### src/hdl/rv_sys_pkg.sv
// RV64 system unit definitions
package rv_sys_pkg;

  // ***********************************************************
  // widths
  // ***********************************************************
  localparam int XLEN       = 64;
  localparam int INSTR_W    = 32;
  localparam int CSR_ADDR_W = 12;
  localparam int NUM_CSR    = 4;
  localparam int CSR_IDX_W  = 2;

  // ***********************************************************
  // machine CSRs
  // ***********************************************************
  localparam logic [CSR_ADDR_W-1:0] CSR_MSTATUS = 12'h300;
  localparam logic [CSR_ADDR_W-1:0] CSR_MTVEC   = 12'h305;
  localparam logic [CSR_ADDR_W-1:0] CSR_MEPC    = 12'h341;
  localparam logic [CSR_ADDR_W-1:0] CSR_MCAUSE  = 12'h342;

  // storage slot of each CSR, in the same order as the address table.
  localparam logic [CSR_IDX_W-1:0] IDX_MSTATUS = 2'd0;
  localparam logic [CSR_IDX_W-1:0] IDX_MTVEC   = 2'd1;
  localparam logic [CSR_IDX_W-1:0] IDX_MEPC    = 2'd2;
  localparam logic [CSR_IDX_W-1:0] IDX_MCAUSE  = 2'd3;

  localparam logic [CSR_ADDR_W-1:0] CSR_KEYS [NUM_CSR] =
    '{CSR_MSTATUS, CSR_MTVEC, CSR_MEPC, CSR_MCAUSE};
  localparam logic [CSR_IDX_W-1:0] CSR_IDXS [NUM_CSR] =
    '{IDX_MSTATUS, IDX_MTVEC, IDX_MEPC, IDX_MCAUSE};

  localparam logic [XLEN-1:0] MSTATUS_RESET = 64'h0000_000a_0000_1800; // mpp = m, xl = 64.
  localparam logic [XLEN-1:0] CAUSE_ECALL_M = 64'd11;

  // ***********************************************************
  // instruction encodings
  // ***********************************************************
  localparam logic [6:0] OPC_SYSTEM = 7'h73;
  localparam logic [2:0] F3_PRIV    = 3'b000;
  localparam logic [2:0] F3_CSRRW   = 3'b001;
  localparam logic [2:0] F3_CSRRS   = 3'b010;

  localparam logic [INSTR_W-1:0] INSTR_ECALL = 32'h0000_0073;
  localparam logic [INSTR_W-1:0] INSTR_MRET  = 32'h3020_0073;

  typedef enum logic [2:0] {
    SYS_CSRRW,
    SYS_CSRRS,
    SYS_ECALL,
    SYS_MRET,
    SYS_ILLEGAL
  } sys_op_t;

endpackage

### src/hdl/rv_key_mux.sv
// Keyed table lookup
module rv_key_mux #(
  parameter type T     = logic,
  parameter int  N_KEY = 2
) (
  input  logic [rv_sys_pkg::CSR_ADDR_W-1:0] i_key,
  input  logic [rv_sys_pkg::CSR_ADDR_W-1:0] i_keys [N_KEY],
  input  T                                  i_values [N_KEY],
  output T                                  o_value,
  output logic                              o_hit
);

  // keys are expected to be unique, so at most one entry matches.
  always_comb begin
    o_value = '0;
    o_hit   = 1'b0;
    for (int k = 0; k < N_KEY; k++) begin
      if (i_key == i_keys[k]) begin
        o_value = i_values[k];
        o_hit   = 1'b1;
      end
    end
  end

endmodule

### src/hdl/rv_sys_decode.sv
// System instruction decoder
module rv_sys_decode (
  input  logic [rv_sys_pkg::INSTR_W-1:0]    i_instr,
  output rv_sys_pkg::sys_op_t               o_op,
  output logic [rv_sys_pkg::CSR_ADDR_W-1:0] o_csr_addr
);

  logic [6:0] opcode;
  logic [2:0] funct3;
  logic       is_system;
  logic       is_ecall;
  logic       is_mret;

  // ***********************************************************
  // field extraction
  // ***********************************************************
  assign opcode     = i_instr[6:0];
  assign funct3     = i_instr[14:12];
  assign o_csr_addr = i_instr[31:20]; // csr field of the I-type layout.

  assign is_system = (opcode == rv_sys_pkg::OPC_SYSTEM);

  // privileged ops have no free fields, so the whole word must match.
  assign is_ecall = (i_instr == rv_sys_pkg::INSTR_ECALL);
  assign is_mret  = (i_instr == rv_sys_pkg::INSTR_MRET);

  // ***********************************************************
  // classification
  // ***********************************************************
  always_comb begin
    o_op = rv_sys_pkg::SYS_ILLEGAL;
    if (is_system) begin
      case (funct3)
        rv_sys_pkg::F3_CSRRW: o_op = rv_sys_pkg::SYS_CSRRW;
        rv_sys_pkg::F3_CSRRS: o_op = rv_sys_pkg::SYS_CSRRS;
        rv_sys_pkg::F3_PRIV: begin
          if (is_ecall) begin
            o_op = rv_sys_pkg::SYS_ECALL;
          end else if (is_mret) begin
            o_op = rv_sys_pkg::SYS_MRET;
          end
        end
        default: o_op = rv_sys_pkg::SYS_ILLEGAL; // csrrc and immediate forms land here.
      endcase
    end
  end

endmodule

### src/hdl/rv_csr_file.sv
// Machine CSR file
module rv_csr_file (
  input  logic                              i_clk,
  input  logic                              i_rst_n,
  input  logic                              i_commit,
  input  rv_sys_pkg::sys_op_t               i_op,
  input  logic [rv_sys_pkg::CSR_ADDR_W-1:0] i_csr_addr,
  input  logic [rv_sys_pkg::XLEN-1:0]       i_wdata,
  input  logic [rv_sys_pkg::XLEN-1:0]       i_pc,
  output logic [rv_sys_pkg::XLEN-1:0]       o_rdata,
  output logic                              o_redirect,
  output logic [rv_sys_pkg::XLEN-1:0]       o_next_pc
);

  logic [rv_sys_pkg::XLEN-1:0]       csr_q    [rv_sys_pkg::NUM_CSR];
  logic [rv_sys_pkg::CSR_ADDR_W-1:0] csr_keys [rv_sys_pkg::NUM_CSR];
  logic [rv_sys_pkg::CSR_IDX_W-1:0]  csr_idxs [rv_sys_pkg::NUM_CSR];

  logic [rv_sys_pkg::XLEN-1:0]      rd_value;
  logic                             rd_hit;
  logic [rv_sys_pkg::CSR_IDX_W-1:0] wr_idx;
  logic                             wr_hit;
  logic                             is_csr_op;

  assign csr_keys = rv_sys_pkg::CSR_KEYS;
  assign csr_idxs = rv_sys_pkg::CSR_IDXS;

  // ***********************************************************
  // address lookup
  // ***********************************************************
  rv_key_mux #(
    .T     (logic [rv_sys_pkg::XLEN-1:0]),
    .N_KEY (rv_sys_pkg::NUM_CSR)
  ) u_rd_mux (
    .i_key    (i_csr_addr),
    .i_keys   (csr_keys),
    .i_values (csr_q),
    .o_value  (rd_value),
    .o_hit    (rd_hit)
  );

  rv_key_mux #(
    .T     (logic [rv_sys_pkg::CSR_IDX_W-1:0]),
    .N_KEY (rv_sys_pkg::NUM_CSR)
  ) u_idx_mux (
    .i_key    (i_csr_addr),
    .i_keys   (csr_keys),
    .i_values (csr_idxs),
    .o_value  (wr_idx),
    .o_hit    (wr_hit)
  );

  assign is_csr_op = (i_op == rv_sys_pkg::SYS_CSRRW) || (i_op == rv_sys_pkg::SYS_CSRRS);
  assign o_rdata   = (is_csr_op && rd_hit) ? rd_value : '0; // old value, before the commit edge.

  // ***********************************************************
  // redirect target
  // ***********************************************************
  always_comb begin
    o_redirect = 1'b0;
    o_next_pc  = '0;
    case (i_op)
      rv_sys_pkg::SYS_ECALL: begin
        o_redirect = 1'b1;
        o_next_pc  = csr_q[rv_sys_pkg::IDX_MTVEC];
      end
      rv_sys_pkg::SYS_MRET: begin
        o_redirect = 1'b1;
        o_next_pc  = csr_q[rv_sys_pkg::IDX_MEPC];
      end
      default: ;
    endcase
  end

  // ***********************************************************
  // state update
  // ***********************************************************
  always_ff @(posedge i_clk or negedge i_rst_n) begin
    if (!i_rst_n) begin
      csr_q[rv_sys_pkg::IDX_MSTATUS] <= rv_sys_pkg::MSTATUS_RESET;
      csr_q[rv_sys_pkg::IDX_MTVEC]   <= '0;
      csr_q[rv_sys_pkg::IDX_MEPC]    <= '0;
      csr_q[rv_sys_pkg::IDX_MCAUSE]  <= '0;
    end else if (i_commit) begin
      case (i_op)
        rv_sys_pkg::SYS_CSRRW: begin
          if (wr_hit) csr_q[wr_idx] <= i_wdata; // unmapped writes are dropped.
        end
        rv_sys_pkg::SYS_CSRRS: begin
          if (wr_hit) csr_q[wr_idx] <= csr_q[wr_idx] | i_wdata;
        end
        rv_sys_pkg::SYS_ECALL: begin
          csr_q[rv_sys_pkg::IDX_MEPC]   <= i_pc;
          csr_q[rv_sys_pkg::IDX_MCAUSE] <= rv_sys_pkg::CAUSE_ECALL_M;
        end
        default: ; // mret and illegal leave the state alone.
      endcase
    end
  end

endmodule

### src/hdl/rv_sys_ctrl.sv
// Request and acknowledge sequencer
module rv_sys_ctrl (
  input  logic                        i_clk,
  input  logic                        i_rst_n,
  input  logic                        i_req,
  input  logic                        i_illegal,
  input  logic [rv_sys_pkg::XLEN-1:0] i_rdata,
  input  logic [rv_sys_pkg::XLEN-1:0] i_next_pc,
  input  logic                        i_redirect,
  output logic                        o_commit,
  output logic                        o_ack,
  output logic [rv_sys_pkg::XLEN-1:0] o_rdata,
  output logic [rv_sys_pkg::XLEN-1:0] o_next_pc,
  output logic                        o_redirect,
  output logic                        o_illegal
);

  typedef enum logic {
    ST_IDLE,
    ST_ACKED
  } state_t;

  state_t state_q;

  // only the idle state can commit, so a held request is applied once.
  assign o_commit = (state_q == ST_IDLE) && i_req;
  assign o_ack    = (state_q == ST_ACKED);

  // ***********************************************************
  // handshake FSM
  // ***********************************************************
  always_ff @(posedge i_clk or negedge i_rst_n) begin
    if (!i_rst_n) begin
      state_q <= ST_IDLE;
    end else begin
      case (state_q)
        ST_IDLE:  if (i_req) state_q <= ST_ACKED;
        ST_ACKED: if (!i_req) state_q <= ST_IDLE; // wait for the requester to let go.
        default:  state_q <= ST_IDLE;
      endcase
    end
  end

  // results are captured on the same edge that updates the CSRs.
  always_ff @(posedge i_clk or negedge i_rst_n) begin
    if (!i_rst_n) begin
      o_rdata    <= '0;
      o_next_pc  <= '0;
      o_redirect <= 1'b0;
      o_illegal  <= 1'b0;
    end else if (o_commit) begin
      o_rdata    <= i_rdata;
      o_next_pc  <= i_next_pc;
      o_redirect <= i_redirect;
      o_illegal  <= i_illegal;
    end
  end

endmodule

### src/hdl/rv_sys_unit.sv
// Machine-mode system unit
module rv_sys_unit (
  input  logic                           i_clk,
  input  logic                           i_rst_n,
  input  logic                           i_req,
  input  logic [rv_sys_pkg::INSTR_W-1:0] i_instr,
  input  logic [rv_sys_pkg::XLEN-1:0]    i_pc,
  input  logic [rv_sys_pkg::XLEN-1:0]    i_wdata,
  output logic                           o_ack,
  output logic [rv_sys_pkg::XLEN-1:0]    o_rdata,
  output logic                           o_redirect,
  output logic [rv_sys_pkg::XLEN-1:0]    o_next_pc,
  output logic                           o_illegal
);

  rv_sys_pkg::sys_op_t               op;
  logic [rv_sys_pkg::CSR_ADDR_W-1:0] csr_addr;
  logic                              illegal;
  logic                              commit;
  logic [rv_sys_pkg::XLEN-1:0]       csr_rdata;
  logic                              csr_redirect;
  logic [rv_sys_pkg::XLEN-1:0]       csr_next_pc;

  // ***********************************************************
  // decode
  // ***********************************************************
  rv_sys_decode u_decode (
    .i_instr    (i_instr),
    .o_op       (op),
    .o_csr_addr (csr_addr)
  );

  assign illegal = (op == rv_sys_pkg::SYS_ILLEGAL);

  // ***********************************************************
  // handshake and result registers
  // ***********************************************************
  rv_sys_ctrl u_ctrl (
    .i_clk      (i_clk),
    .i_rst_n    (i_rst_n),
    .i_req      (i_req),
    .i_illegal  (illegal),
    .i_rdata    (csr_rdata),
    .i_next_pc  (csr_next_pc),
    .i_redirect (csr_redirect),
    .o_commit   (commit),
    .o_ack      (o_ack),
    .o_rdata    (o_rdata),
    .o_next_pc  (o_next_pc),
    .o_redirect (o_redirect),
    .o_illegal  (o_illegal)
  );

  // ***********************************************************
  // CSR state
  // ***********************************************************
  rv_csr_file u_csr_file (
    .i_clk      (i_clk),
    .i_rst_n    (i_rst_n),
    .i_commit   (commit),
    .i_op       (op),
    .i_csr_addr (csr_addr),
    .i_wdata    (i_wdata),
    .i_pc       (i_pc),
    .o_rdata    (csr_rdata),
    .o_redirect (csr_redirect),
    .o_next_pc  (csr_next_pc)
  );

endmodule

### config.mk
export PLATFORM = sky130hd
export DESIGN_NAME = rv_sys_unit
export DESIGN_NICKNAME = d
export VERILOG_FILES = /design/src/hdl/rv_sys_pkg.sv /design/src/hdl/rv_key_mux.sv /design/src/hdl/rv_sys_decode.sv /design/src/hdl/rv_csr_file.sv /design/src/hdl/rv_sys_ctrl.sv /design/src/hdl/rv_sys_unit.sv
export SDC_FILE = /design/constraint.sdc
export NUM_CORES = 1
export LEC_CHECK = 0
export BUFFER_PORTS_ARGS = -buffer_cell sky130_fd_sc_hd__buf_4
export CELL_PAD_IN_SITES_DETAIL_PLACEMENT = 2
export CELL_PAD_IN_SITES_GLOBAL_PLACEMENT = 2
export CORE_UTILIZATION = 33
export CTS_BUF_LIST = sky130_fd_sc_hd__clkbuf_8
export DETAILED_ROUTE_END_ITERATION = 7
export PLACE_DENSITY_LB_ADDON = 0.1
export SYNTH_ARGS = -nofsm -noshare
export SYNTH_HDL_FRONTEND = slang
export SYNTH_SLANG_ARGS = --single-unit
### constraint.sdc
create_clock -name i_clk -period 2.2 [get_ports i_clk]
set_input_delay 0.44 -clock i_clk [delete_from_list [all_inputs] [get_ports i_clk]]
set_output_delay 0.44 -clock i_clk [all_outputs]
set_load 0.03 [all_outputs]
==> metrics.md <==
| Metric | Value |
|---|---|
| Post-synthesis mux area share | 0.0468 |
| Starting Density | 0.334 |
| Antenna violations before repair | 0 |
| Syn Nets | between 2000 and 2500 |
| Ratio of cells with drive above 1 in the final layout | 0.364 |
| Clock network fraction of total power | 0.431 |
| Ys flop type | dfrtp_1 |
| Total power | between 15 and 20 mW |
| M3 GR Usage | 0.0415 |
| FMAX | around 420 MHz |
| Via density | 5.83 |
| Max-Cap Viols | 0 |
| Detailed Place HPWL | ~53000 um |
| CTS tree | done |
| CTS H-tree depth | 3 |
| FP Rows | 86 |
| Largest net degree at the start of global routing | approximately 130 |
| Yosys Warn Count | 0 |
| #FFs+latches synth | around 390 |
| Post-synthesis async set-or-reset flop share | 1.00 |
| Ranking of synthesized cells by area | dfrtp_1 (52%), nor2_1 (9.2%), a221oi_1 (6.1%), a21oi_1 (5.5%), o21ai_1 (3.3%) |
| Number of flops mapped to enable cells by yosys | 0 |
| I/O pin count | roughly 300 |
| Area fraction in compound gates after synthesis | 0.245 |
| Routability cong. | slightly above 0.8 |
| Final WL | roughly 88000 um |
| Switching power | approximately 4.2 mW |
| Final-stage net count | approximately 2500 |
| Port Buffer Count | 293 |
| CTS clk-pin slew, worst paths | ~0.06 ns |
| Setup crit start kind | primary input |
| First drt pass iteration count | 5 |
| Final hold vios | 0 |
| Final antenna-violating net count | 0 |
| Leak | 12.3 nW |
| Clk_lat worst skew | around 0.65 ns |
| Vias in the first global route | 20400 |
| Switching Share | 0.269 |
| Xor/xnor share of the synthesized area | 0.00143 |
| Synth top area share | 0.522 |
| Gate Count Post-Synth | about 1900 |
| Required @ worst endpoint | between 2 and 3 ns |
| VDD IR-drop max | between 0.3 and 0.4 mV |
| Combinational fraction of design power | 0.098 |
| Diodes inserted | 0 |
| Actual slew at the worst max-slew pin | roughly 0.81 ns |
| Routed len/inst | around 28 um |
| DR iter-0 viols | between 1000 and 1500 |
| Synth-to-Final Area Change | 41.6% |
| Crit Path Class | in -> reg |
| Sequential share of the synthesized area | 0.528 |
| List of most frequent post-synthesis cells | nor2_1 (450), dfrtp_1 (383), a21oi_1 (203) |
| P per Cell Area | 602 nW/um^2 |
| Critical Path AT | slightly below 3 ns |
| Synth unique cells | 50 |
| Clock tree buffer depth | 3 |
| Die Span Y | around 240 um |
| Hold crit path type | in -> reg |
| Setup ws final | -0.160 ns |
| Pint | between 10 and 15 mW |
| # setup viols final | around 270 |
| Area of the multi-input gates | ~8700 sq um |
| Layout Cell Area excl Fill | between 20000 and 30000 sq um |
| Grt total ovfl | 0 |
| Adder-cell share of the synthesized area | 0 |
| Num CTS Buffers | between 70 and 80 |
| Post-DP Area | ~24000 sq um |
| Root buffer cell | clkbuf_8 |
| Largest family of logic cells by synthesized area | compound AO/OA/AOI/OAI gates |
| Routing usage on met1 | 0.368 |
| RSZ-0062 raised after global routing | yes |
| Crit share post-route | 1.07 |
| Mapped cell area | approximately 18000 sq um |
| Failing checks | setup timing |
| Global-route wire length before repair | roughly 130000 um |
| Slew Limit Fails | 0 |
| Core area | between 50000 and 60000 sq um |
| Fillers | 5693 |
| Status | complete, but fails checks |
| CP endpoint kind | register |
| Synth Area in Simple Gates | 0.139 |
| Min Clock Period, post-route | 2.36 ns |
| GR peak layer | met2 |
| Total GRT Usage | 0.293 |
| Synthesized area per cell | 9.60 sq um |
| Most instantiated library cell after synthesis | nor2_1 |
| Met2 Usage GRT | 0.505 |
| TritonCTS Sinks | slightly below 400 |
| Clk_skew | approximately 0.027 ns |
| Die area | 56600 sq um |
| Sequential Area | 9690 sq um |
| Crit-path max FO | 5 |
| Routed via count | 18400 |
| Die Wd | ~240 um |
| Util after Layout | 0.472 |
| Area leader, netlist | dfrtp_1 |
| Reg power frac | 0.471 |
| Max transition margin | 0.458 |
| Post-route DRC | 0 |
-- what timing repair did --
action / in CTS / in global routing
pin swaps: 0 / 5
gates resized for setup: 10 / 102
gates cloned: 1 / 19
hold buffers: 3 / 0
endpoints found under the hold margin: 36 / 0
setup buffers: 2 / 10
endpoints found under the setup margin: 87 / 248
-- critical path, stage by stage --
cell,delay [ns]
buf_6,0.09
or4_4,0.55
buf_4,0.17
or4_4,0.53
a21o_4,0.25
nor3_4,0.21
buf_6,0.17
buf_12,0.15
clkbuf_16,0.17
nor2_1,0.04
a21oi_1,0.13
-- cell type report --
class                           instances  share of cell area
Sequential cell                       387               0.373
Multi-Input combinational cell       1357               0.334
Timing Repair Buffer                  541               0.205
Clock buffer                           88              0.0466
Tap cell                              748              0.0360
Clock inverter                         30             0.00482
Inverter                                2            0.000289
-- flip-flops by register name, indices dropped and copies added, names as in the netlist --
signal	flops
u_ctrl.o_illegal	1
u_ctrl.o_ack	1
u_ctrl.o_rdata	64
u_ctrl.o_redirect	1
u_ctrl.o_next_pc	64
u_csr_file.csr_q	256
-- cells by family after synthesis --
group           Yosys count
compound gates          658
flops                   387
buf+inv                 168
xor+xnor                  3
mux                      64
simple gates            632
-- cell usage in the layout, fill, tap and decap left out, types with 3 or more instances in the layout --
master         netlist  final
buf_4                7    436
nor2_4               0      5
mux2_2              27     27
inv_1                2     28
xor2_1               3      3
dlygate4sd3_1        0      3
nand2_1            131    129
o21ai_1            121    114
o41ai_2              0     23
a21oi_1            203    135
o31ai_1              3      3
nor2_1             450    433
o41ai_4              0      5
nor4_1               6      5
nor3_1               7      6
buf_6                5     10
mux2_4              37     37
or4_4                3      3
o31a_1              27     27
o41ai_1             62     34
a21o_1               6      5
buf_8                0      3
clkinvlp_4           0      3
buf_12               0     72
a21oi_2              0     67
a221oi_1           127    127
nand3_1              3      3
nand2b_4             0      3
clkbuf_16            0     15
a22oi_1             62     62
o31a_2              35     35
dfrtp_1            383    383
nor2_2               0     12
o21ai_2              0      8
nand4_1              6      6
clkbuf_8             0     88
dfstp_2              4      4
-- power groups by stage --
stage / Sequential, mW / Clock, mW / Combinational, mW
finish: 7.36 / 6.75 / 1.53
global route: 7.37 / 7.19 / 1.64
CTS: 7.36 / 6.90 / 1.54
detailed placement: 7.48 / 0 / 1.53
global placement: 7.48 / 0 / 1.50
floorplan: 7.74 / 0 / 0.355
-- path summary, 6_finish.rpt --
path	from	to	slack (ns)	cells past startpoint
worst max-delay path	i_instr[25]	u_csr_file.csr_q[204]$_DFFE_PN1P_	-0.16	11
worst min-delay path	i_pc[34]	u_csr_file.csr_q[98]$_DFFE_PN0P_	0.05	3
worst max register to register	u_ctrl.o_ack$_DFF_PN0_	u_csr_file.csr_q[204]$_DFFE_PN1P_	0.15	10
worst min register to register	u_ctrl.o_rdata[32]$_DFFE_PN0P_	u_ctrl.o_rdata[32]$_DFFE_PN0P_	0.48	2
max in group asynchronous	i_rst_n	u_csr_file.csr_q[225]$_DFFE_PN1P_	1.07	3
min in group asynchronous	i_rst_n	u_ctrl.o_next_pc[5]$_DFFE_PN0P_	0.37	2
-- per-stage QoR --
step / setup WS (ns) / setup TNS (ns) / std cells / hold slack (ns)
global placement: -0.680 / -222.31 / 3001 / 0.440
CTS: -0.0698 / -1.41 / 3125 / 0.00425
global route: -0.174 / -22.16 / 3153 / 0.0440
detailed placement: -0.756 / -235.48 / 3001 / 0.444
finish: -0.160 / -17.31 / 3153 / 0.0539
floorplan: -0.372 / -106.77 / 1912 / 0.144
-- layer usage --
metal / wire length, um / vias up
met5: 0 / -
met4: 2950 / 0
met3: 4430 / 171
met2: 43500 / 634
met1: 36800 / 9685
li1: - / 7893
Note: power is estimated with default switching activity, not from simulation.
